<file path="src/design/conv1x1_pkg.sv">
`default_nettype none

package conv1x1_pkg;

  //////////////////////////////////////////////////
  // Sizes
  //////////////////////////////////////////////////

  // Q8.8 samples and weights
  localparam int DATA_WIDTH   = 16;
  localparam int FRAC_BITS    = 8;

  localparam int CHANNEL_IN   = 4;
  localparam int CHANNEL_OUT  = 3;
  localparam int WEIGHT_DEPTH = CHANNEL_IN * CHANNEL_OUT;
  localparam int WADR_WIDTH   = 4;

  // Full product width plus headroom for the channel sum
  localparam int ACC_WIDTH    = 2 * DATA_WIDTH + 2;
  localparam int FIFO_DEPTH   = 8;

  //////////////////////////////////////////////////
  // Bus and stream types
  //////////////////////////////////////////////////

  typedef struct packed {
    logic                  cyc;
    logic                  stb;
    logic                  we;
    logic [WADR_WIDTH-1:0] adr;
    logic [DATA_WIDTH-1:0] dat;
  } wb_req_t;

  typedef struct packed {
    logic [DATA_WIDTH-1:0] dat;
    logic                  ack;
  } wb_rsp_t;

  // Channel 0 sits in the low slice
  typedef logic signed [CHANNEL_IN-1:0][DATA_WIDTH-1:0] pixel_vec_t;

  typedef enum logic [1:0] {
    MAC_IDLE,
    MAC_REQ,
    MAC_WAIT,
    MAC_PUSH
  } mac_state_t;

  typedef enum logic {
    GNT_HOST,
    GNT_MAC
  } grant_t;

endpackage

`default_nettype wire
</file>
<file path="src/design/conv1x1_layer.sv">
`timescale 1ns/1ps
`default_nettype none

module conv1x1_layer (
  input  wire                                clk,
  input  wire                                reset,
  input  wire                                in_valid,
  input  wire  [conv1x1_pkg::DATA_WIDTH-1:0] in_data,
  output logic                               in_ready,
  input  wire  conv1x1_pkg::wb_req_t         host_req,
  output conv1x1_pkg::wb_rsp_t               host_rsp,
  output logic                               out_valid,
  output logic [conv1x1_pkg::DATA_WIDTH-1:0] out_data,
  input  wire                                out_ready
);

  //////////////////////////////////////////////////
  // Internal links
  //////////////////////////////////////////////////

  logic                               pix_valid;
  logic                               pix_ready;
  conv1x1_pkg::pixel_vec_t            pix;

  conv1x1_pkg::wb_req_t               mac_req;
  conv1x1_pkg::wb_rsp_t               mac_rsp;
  conv1x1_pkg::wb_req_t               ram_req;
  conv1x1_pkg::wb_rsp_t               ram_rsp;

  logic                               res_valid;
  logic                               res_ready;
  logic [conv1x1_pkg::DATA_WIDTH-1:0] res_data;

  pixel_gather gather_i (
    .clk       (clk),
    .reset     (reset),
    .in_valid  (in_valid),
    .in_data   (in_data),
    .in_ready  (in_ready),
    .pix_valid (pix_valid),
    .pix       (pix),
    .pix_ready (pix_ready)
  );

  channel_mac mac_i (
    .clk       (clk),
    .reset     (reset),
    .pix_valid (pix_valid),
    .pix       (pix),
    .pix_ready (pix_ready),
    .mac_req   (mac_req),
    .mac_rsp   (mac_rsp),
    .res_valid (res_valid),
    .res_data  (res_data),
    .res_ready (res_ready)
  );

  // Host and MAC share the single weight port
  weight_bus_arbiter arbiter_i (
    .clk      (clk),
    .reset    (reset),
    .host_req (host_req),
    .host_rsp (host_rsp),
    .mac_req  (mac_req),
    .mac_rsp  (mac_rsp),
    .ram_req  (ram_req),
    .ram_rsp  (ram_rsp)
  );

  weight_ram ram_i (
    .clk   (clk),
    .reset (reset),
    .req   (ram_req),
    .rsp   (ram_rsp)
  );

  out_fifo #(
    .DEPTH (conv1x1_pkg::FIFO_DEPTH)
  ) fifo_i (
    .clk      (clk),
    .reset    (reset),
    .wr_valid (res_valid),
    .wr_data  (res_data),
    .wr_ready (res_ready),
    .rd_valid (out_valid),
    .rd_data  (out_data),
    .rd_ready (out_ready)
  );

endmodule

`default_nettype wire

</file>
<file path="src/design/out_fifo.sv">
`timescale 1ns/1ps
`default_nettype none

module out_fifo #(
  parameter int DEPTH = conv1x1_pkg::FIFO_DEPTH
) (
  input  wire                                clk,
  input  wire                                reset,
  input  wire                                wr_valid,
  input  wire  [conv1x1_pkg::DATA_WIDTH-1:0] wr_data,
  output logic                               wr_ready,
  output logic                               rd_valid,
  output logic [conv1x1_pkg::DATA_WIDTH-1:0] rd_data,
  input  wire                                rd_ready
);

  localparam int PW = $clog2(DEPTH);

  logic [conv1x1_pkg::DATA_WIDTH-1:0] mem [DEPTH];
  logic [PW-1:0]                      wr_ptr;
  logic [PW-1:0]                      rd_ptr;
  logic [PW:0]                        count;
  logic                               push;
  logic                               pop;

  assign wr_ready = (count != DEPTH);
  assign rd_valid = (count != 0);
  // Head word is visible without a read strobe
  assign rd_data  = mem[rd_ptr];

  assign push = wr_valid && wr_ready;
  assign pop  = rd_valid && rd_ready;

  always_ff @(posedge clk) begin
    if (reset) begin
      wr_ptr <= '0;
      rd_ptr <= '0;
      count  <= '0;
    end else begin
      if (push) begin
        wr_ptr <= wr_ptr + 1'b1;
      end
      if (pop) begin
        rd_ptr <= rd_ptr + 1'b1;
      end
      if (push && !pop) begin
        count <= count + 1'b1;
      end else if (pop && !push) begin
        count <= count - 1'b1;
      end
    end
  end

  always_ff @(posedge clk) begin
    if (push) begin
      mem[wr_ptr] <= wr_data;
    end
  end

endmodule

`default_nettype wire

</file>
<file path="src/design/channel_mac.sv">
`timescale 1ns/1ps
`default_nettype none

module channel_mac (
  input  wire                                clk,
  input  wire                                reset,
  input  wire                                pix_valid,
  input  wire  conv1x1_pkg::pixel_vec_t      pix,
  output logic                               pix_ready,
  output conv1x1_pkg::wb_req_t               mac_req,
  input  wire  conv1x1_pkg::wb_rsp_t         mac_rsp,
  output logic                               res_valid,
  output logic [conv1x1_pkg::DATA_WIDTH-1:0] res_data,
  input  wire                                res_ready
);

  localparam int AW = conv1x1_pkg::ACC_WIDTH;
  localparam int DW = conv1x1_pkg::DATA_WIDTH;

  conv1x1_pkg::mac_state_t                     state;
  conv1x1_pkg::pixel_vec_t                     pix_q;
  logic [$clog2(conv1x1_pkg::CHANNEL_OUT)-1:0] o_cnt;
  logic [$clog2(conv1x1_pkg::CHANNEL_IN)-1:0]  i_cnt;
  logic signed [AW-1:0]                        acc;
  logic signed [AW-1:0]                        product;
  logic signed [AW-1:0]                        scaled;
  logic [AW-DW:0]                              upper;
  logic                                        busy;

  //////////////////////////////////////////////////
  // Weight fetch
  //////////////////////////////////////////////////

  // cyc stays up over the reads of one output channel
  assign busy = (state == conv1x1_pkg::MAC_REQ) || (state == conv1x1_pkg::MAC_WAIT);

  always_comb begin
    mac_req     = '0;
    mac_req.cyc = busy;
    mac_req.stb = busy;
    mac_req.adr = conv1x1_pkg::WADR_WIDTH'(o_cnt * conv1x1_pkg::CHANNEL_IN + i_cnt);
  end

  // Sign extended to the accumulator width before multiplying
  assign product = $signed(mac_rsp.dat) * $signed(pix_q[i_cnt]);

  //////////////////////////////////////////////////
  // Control
  //////////////////////////////////////////////////

  assign pix_ready = (state == conv1x1_pkg::MAC_IDLE);

  always_ff @(posedge clk) begin
    if (reset) begin
      state <= conv1x1_pkg::MAC_IDLE;
      o_cnt <= '0;
      i_cnt <= '0;
    end else begin
      case (state)
        conv1x1_pkg::MAC_IDLE: begin
          if (pix_valid) begin
            state <= conv1x1_pkg::MAC_REQ;
          end
        end
        conv1x1_pkg::MAC_REQ: begin
          state <= conv1x1_pkg::MAC_WAIT;
        end
        conv1x1_pkg::MAC_WAIT: begin
          if (mac_rsp.ack) begin
            if (i_cnt == conv1x1_pkg::CHANNEL_IN - 1) begin
              i_cnt <= '0;
              state <= conv1x1_pkg::MAC_PUSH;
            end else begin
              i_cnt <= i_cnt + 1'b1;
              state <= conv1x1_pkg::MAC_REQ;
            end
          end
        end
        conv1x1_pkg::MAC_PUSH: begin
          if (res_ready) begin
            if (o_cnt == conv1x1_pkg::CHANNEL_OUT - 1) begin
              o_cnt <= '0;
              state <= conv1x1_pkg::MAC_IDLE;
            end else begin
              o_cnt <= o_cnt + 1'b1;
              state <= conv1x1_pkg::MAC_REQ;
            end
          end
        end
        default: state <= conv1x1_pkg::MAC_IDLE;
      endcase
    end
  end

  // Datapath registers
  always_ff @(posedge clk) begin
    if (pix_valid && pix_ready) begin
      pix_q <= pix;
      acc   <= '0;
    end else if (state == conv1x1_pkg::MAC_WAIT && mac_rsp.ack) begin
      acc <= acc + product;
    end else if (state == conv1x1_pkg::MAC_PUSH && res_ready) begin
      acc <= '0;
    end
  end

  //////////////////////////////////////////////////
  // Scale and saturate
  //////////////////////////////////////////////////

  assign scaled = acc >>> conv1x1_pkg::FRAC_BITS;
  assign upper  = scaled[AW-1:DW-1];

  always_comb begin
    // Fits when every bit above the result sign matches it
    if (&upper || !(|upper)) begin
      res_data = scaled[DW-1:0];
    end else if (scaled[AW-1]) begin
      res_data = {1'b1, {(DW-1){1'b0}}};
    end else begin
      res_data = {1'b0, {(DW-1){1'b1}}};
    end
  end

  assign res_valid = (state == conv1x1_pkg::MAC_PUSH);

endmodule

`default_nettype wire

</file>
<file path="src/design/weight_bus_arbiter.sv">
`timescale 1ns/1ps
`default_nettype none

module weight_bus_arbiter (
  input  wire                  clk,
  input  wire                  reset,
  input  wire  conv1x1_pkg::wb_req_t host_req,
  output conv1x1_pkg::wb_rsp_t host_rsp,
  input  wire  conv1x1_pkg::wb_req_t mac_req,
  output conv1x1_pkg::wb_rsp_t mac_rsp,
  output conv1x1_pkg::wb_req_t ram_req,
  input  wire  conv1x1_pkg::wb_rsp_t ram_rsp
);

  conv1x1_pkg::grant_t gnt_q;
  conv1x1_pkg::grant_t sel;
  logic                held_q;
  logic                last_mac_q;
  logic                owner_cyc;
  logic                keep;

  //////////////////////////////////////////////////
  // Grant selection
  //////////////////////////////////////////////////

  always_comb begin
    owner_cyc = (gnt_q == conv1x1_pkg::GNT_MAC) ? mac_req.cyc : host_req.cyc;
    keep      = held_q && owner_cyc;
    if (keep) begin
      sel = gnt_q;
    end else if (host_req.cyc && mac_req.cyc) begin
      // Both new at once, serve whoever went second last time
      sel = last_mac_q ? conv1x1_pkg::GNT_HOST : conv1x1_pkg::GNT_MAC;
    end else if (mac_req.cyc) begin
      sel = conv1x1_pkg::GNT_MAC;
    end else begin
      sel = conv1x1_pkg::GNT_HOST;
    end
  end

  assign ram_req = (sel == conv1x1_pkg::GNT_MAC) ? mac_req : host_req;

  // gnt_q is the owner of the access whose ack shows this cycle
  always_ff @(posedge clk) begin
    if (reset) begin
      gnt_q      <= conv1x1_pkg::GNT_HOST;
      held_q     <= 1'b0;
      last_mac_q <= 1'b0;
    end else begin
      gnt_q  <= sel;
      held_q <= ram_req.cyc;
      if (ram_req.cyc && !keep) begin
        last_mac_q <= (sel == conv1x1_pkg::GNT_MAC);
      end
    end
  end

  //////////////////////////////////////////////////
  // Response routing
  //////////////////////////////////////////////////

  assign host_rsp.dat = ram_rsp.dat;
  assign host_rsp.ack = ram_rsp.ack && (gnt_q == conv1x1_pkg::GNT_HOST);
  assign mac_rsp.dat  = ram_rsp.dat;
  assign mac_rsp.ack  = ram_rsp.ack && (gnt_q == conv1x1_pkg::GNT_MAC);

endmodule

`default_nettype wire

</file>
<file path="src/design/weight_ram.sv">
`timescale 1ns/1ps
`default_nettype none

module weight_ram (
  input  wire                  clk,
  input  wire                  reset,
  input  wire  conv1x1_pkg::wb_req_t req,
  output conv1x1_pkg::wb_rsp_t rsp
);

  logic [conv1x1_pkg::DATA_WIDTH-1:0] mem [conv1x1_pkg::WEIGHT_DEPTH];
  logic [conv1x1_pkg::DATA_WIDTH-1:0] rd_data;
  logic                               ack;
  logic                               access;

  // No new access in the ack cycle, so ack never lasts two cycles
  assign access = req.cyc && req.stb && !ack;

  always_ff @(posedge clk) begin
    if (reset) begin
      ack <= 1'b0;
    end else begin
      ack <= access;
    end
  end

  always_ff @(posedge clk) begin
    if (access) begin
      if (req.we) begin
        mem[req.adr] <= req.dat;
      end
      rd_data <= mem[req.adr];
    end
  end

  assign rsp.dat = rd_data;
  assign rsp.ack = ack;

endmodule

`default_nettype wire

</file>
<file path="src/design/pixel_gather.sv">
`timescale 1ns/1ps
`default_nettype none

module pixel_gather (
  input  wire                                clk,
  input  wire                                reset,
  input  wire                                in_valid,
  input  wire  [conv1x1_pkg::DATA_WIDTH-1:0] in_data,
  output logic                               in_ready,
  output logic                               pix_valid,
  output conv1x1_pkg::pixel_vec_t            pix,
  input  wire                                pix_ready
);

  logic [$clog2(conv1x1_pkg::CHANNEL_IN)-1:0] ch_cnt;
  logic                                       take;

  // Stall the input while a full vector waits for the MAC
  assign in_ready = !pix_valid;
  assign take     = in_valid && in_ready;

  always_ff @(posedge clk) begin
    if (reset) begin
      ch_cnt    <= '0;
      pix_valid <= 1'b0;
    end else begin
      if (pix_valid && pix_ready) begin
        pix_valid <= 1'b0;
      end
      if (take) begin
        if (ch_cnt == conv1x1_pkg::CHANNEL_IN - 1) begin
          ch_cnt    <= '0;
          pix_valid <= 1'b1;
        end else begin
          ch_cnt <= ch_cnt + 1'b1;
        end
      end
    end
  end

  // Sample store, one slot per input channel
  always_ff @(posedge clk) begin
    if (take) begin
      pix[ch_cnt] <= in_data;
    end
  end

endmodule

`default_nettype wire

</file>
<file path="config.mk">
export PLATFORM = sky130hd
export DESIGN_NAME = conv1x1_layer
export DESIGN_NICKNAME = d
export VERILOG_FILES = /design/src/design/conv1x1_pkg.sv /design/src/design/conv1x1_layer.sv /design/src/design/out_fifo.sv /design/src/design/channel_mac.sv /design/src/design/weight_bus_arbiter.sv /design/src/design/weight_ram.sv /design/src/design/pixel_gather.sv
export SDC_FILE = /design/constraint.sdc
export NUM_CORES = 1
export LEC_CHECK = 0
export BUFFER_PORTS_ARGS = -buffer_cell sky130_fd_sc_hd__clkbuf_2
export CAP_MARGIN = 20
export CORE_MARGIN = 2
export CORE_UTILIZATION = 60
export DETAILED_ROUTE_END_ITERATION = 8
export PLACE_DENSITY = 0.79
export SLEW_MARGIN = 10
export SYNTH_ARGS = -nofsm -noshare
export SYNTH_HDL_FRONTEND = slang
export SYNTH_SLANG_ARGS = --single-unit
</file>
<file path="constraint.sdc">
create_clock -name clk -period 16.44 [get_ports clk]
set_input_delay 1.644 -clock clk [delete_from_list [all_inputs] [get_ports clk]]
set_output_delay 1.644 -clock clk [all_outputs]
set_load 0.02 [all_outputs]
</file>
==> results.json <==
{
  "num_rows": 83,
  "min_period_over_period_pct": 55.7,
  "multi_input_comb_area_um2": 14500,
  "ctsResizeCount": 0,
  "drcViolationCount": 0,
  "crit_path_top_delay_cell": "mux4_2",
  "starting_density_pct": 60.5,
  "cp_data_required_time_ns": 16.97,
  "cts_inserted_buffers": 51,
  "die_height_um": 231,
  "dr.pass1.iters": 6,
  "largest_net_degree_at_the_start_of_global_routing": 54,
  "syn_std_cell_area_um2": 31000,
  "status": "finished, final reports clean",
  "timing.rr.start": "mac_i.i_cnt[0]",
  "postCtsSetupRepairBufs": 0,
  "worstPathMaxFanout": 21,
  "vias": 18700,
  "achievable-frequency_ghz": 0.109,
  "htree_levels": 2,
  "synth_top_cells_by_count": "edfxtp_1 (464), inv_1 (315), fa_1 (264)",
  "main_area_contributors_after_synthesis": "edfxtp_1 (45%), fa_1 (17%), mux4_2 (6.9%), ha_1 (5.2%), dfxtp_1 (3.9%)",
  "critical_path_max_stage_delay_ns": 0.79,
  "path_common_cell": "fa_1",
  "fin_skew_ns": 0.0374,
  "max_slew_margin_pct": 27.9,
  "reg2reg_setup_slack_ns": 7.28,
  "timing_worst_slew_pin_value_ns": 1.08,
  "synth_largest_area_cell": "edfxtp_1",
  "cts_max_path_buffers": 3,
  "crit_path_end_kind": "flip-flop",
  "number_of_flops_mapped_to_enable_cells_by_yosys": 464,
  "synth_top_area_share_pct": 45.0,
  "grt_ovf": 0,
  "gate_count_post_synth": 2347,
  "synth_warnings": 0,
  "clock_insertion_delay_worst_skew_ns": 0.62,
  "global_route_wire_length_before_repair_um": 110000,
  "cts.sink_count": 524,
  "finalWirelength_um": 69700,
  "ant_nets": 0,
  "grt_util_all_layers_pct": 26.9,
  "drt_iter0_markers": 1449,
  "holdCritStartpoint": "gather_i.pix[33]",
  "synth_sequential_area_ratio_pct": 48.8,
  "tritoncts": "yes",
  "fillCellCount": 3443,
  "final_hpwl_from_detailed_placement_um": 48200,
  "finalHoldViolations": 0,
  "clock-root-buffer": "clkbuf_16",
  "crit_start": "mac_i.i_cnt[0]",
  "report.final.slew_viol_count": 0,
  "num_io_pins": 78,
  "timing.hold.worst.class": "reg2reg",
  "maxCapViolations": 0,
  "finalCriticalPeriod_ns": 9.16,
  "ff_latch_area_um2": 15100,
  "routed_wire_length_per_instance_um": 22.1,
  "drive_gt1_share_pct": 13.4,
  "setup_viol": 0,
  "setup_repair_after_global_routing_missed_its_margin": "no",
  "yosys.cell_count.top_type": "edfxtp_1",
  "area.growth.synth_to_final_pct": 9.57,
  "yosys_register_bits": 524,
  "synthFlopType": "edfxtp_1",
  "crit_type": "reg2reg",
  "core-area_um2": 51200,
  "antenna_found_initial": 0,
  "distinct_cell_type_count_after_synthesis": 66,
  "grt_pass1_vias": 20200,
  "crit_path_dat_ns": 9.69,
  "synth_nets": 2783,
  "gp_congestion": 0.896,
  "synth.avg_cell_area_um2": 13.2,
  "final_nets": 2865,
  "setup_total_negative_slack_ns": 0,
  "detail_route.vias_per_cell": 5.94,
  "post_cts_hold_buffer_count": 0,
  "die_area_um2": 53500,
  "critical_path.startpoint_type": "flip-flop",
  "chipWidth_um": 231,
  "fraction_of_synthesis_flops_using_an_asynchronous_set_or_reset_pin_pct": 0,
  "cts.reportedPaths.clkPinSlew_ns": 0.06,
  "place.port_buffers": 77
}
==> cell usage in the layout, fill, tap and decap left out, types with 5 or more instances in the layout <==
| cell | Yosys | final |
|---|---|---|
| clkinv_1 | 1 | 9 |
| o21bai_1 | 6 | 6 |
| mux4_2 | 95 | 95 |
| mux2i_1 | 22 | 18 |
| nor3_1 | 24 | 21 |
| nor2_1 | 110 | 109 |
| nand4_1 | 5 | 5 |
| o211ai_1 | 5 | 5 |
| or2_2 | 7 | 7 |
| a22oi_1 | 5 | 5 |
| buf_4 | 0 | 34 |
| a211oi_1 | 12 | 12 |
| a31oi_1 | 8 | 8 |
| clkbuf_2 | 0 | 77 |
| and2_1 | 133 | 133 |
| ha_1 | 129 | 129 |
| a21oi_1 | 99 | 98 |
| o21a_1 | 11 | 11 |
| xnor2_1 | 49 | 49 |
| clkbuf_1 | 65 | 12 |
| inv_1 | 315 | 315 |
| and3_1 | 5 | 5 |
| clkinv_2 | 0 | 8 |
| fa_1 | 264 | 264 |
| nand3_1 | 27 | 27 |
| nand2_1 | 221 | 221 |
| xor2_1 | 20 | 20 |
| or3_1 | 8 | 8 |
| nand2b_1 | 8 | 8 |
| o31ai_1 | 6 | 6 |
| dfxtp_1 | 60 | 59 |
| clkbuf_16 | 0 | 52 |
| a21o_1 | 25 | 25 |
| mux2_2 | 17 | 17 |
| edfxtp_1 | 464 | 464 |
| o21ai_0 | 47 | 47 |
| nor2b_1 | 9 | 9 |
==> per-layer routing <==
layer	vias to the layer above	part of all wire (%)	track usage, %
li1	8231	-	-
met1	9576	39	34.5
met2	758	52	46.8
met3	165	6.0	4.15
met4	0	2.9	9.42
met5	-	0	0
==> flip-flops by register name (all words and copies together) (netlist names), named ones only <==
signal and count:
arbiter_i.last_mac_q 1, ram_i.rd_data 16, gather_i.pix_valid 1, ram_i.ack 1
fifo_i.wr_ptr 3, mac_i.state 2, mac_i.pix_q 64, mac_i.acc 34
gather_i.ch_cnt 2, arbiter_i.held_q 1, fifo_i.rd_ptr 3, ram_i.mem 192
arbiter_i.gnt_q 1, fifo_i.count 4, gather_i.pix 64, mac_i.i_cnt 2
fifo_i.mem 128, mac_i.o_cnt 2
==> per-stage QoR <==
step | util (%) | worst slack [ns] | cells | hold slack (ns) | instance area (um^2)
6_report | 66.3 | 7.28 | 3151 | 0.402 | 34000
3_3_place_gp | 63.1 | 7.34 | 3055 | 0.401 | 32300
5_1_grt | 66.3 | 6.77 | 3150 | 0.420 | 34000
4_1_cts | 66.3 | 7.08 | 3149 | 0.409 | 33900
2_1_floorplan | - | 7.66 | 2347 | 0.400 | 31000
3_5_place_dp | 63.1 | 7.08 | 3055 | 0.405 | 32300
==> cells by family after synthesis <==
group / synth area share [%]
flops: 48.8
simple gates: 8.82
xor+xnor: 1.95
mux: 8.23
compound gates: 5.01
buf+inv: 4.88
fa+ha+maj: 22.3
==> path summary, 6_finish.rpt <==
kind / depth (start not counted) / to
max: 31 / mac_i.acc[32]
min: 0 / mac_i.pix_q[33]
max reg2reg: 31 / mac_i.acc[32]
min reg2reg: 0 / mac_i.pix_q[33]
==> area by class of cell <==
cell class	instances	share of cell area (%)
sequential	524	44.6
antenna	1	0.00737
timing repair buffer	112	1.97
multi-input combinational	1424	42.6
inverter	316	3.49
clock inverter	28	0.763
clock buffer	66	4.05
tap	680	2.51
==> worst max-delay path, delay by kind of cell, from the launching register on <==
kind | cells | cell delay [ns]
flip-flops | 1 | 0.31
XOR/XNOR | 2 | 0.32
buffers and inverters | 5 | 0.56
multiplexers | 1 | 0.79
AO/OA/AOI/OAI | 13 | 2.84
adder cells (fa/ha/maj) | 8 | 3.63
AND/OR/NAND/NOR | 2 | 0.60
Power is not shown: default switching activity piles up to over one toggle a cycle in this logic, so the estimate is an artifact.
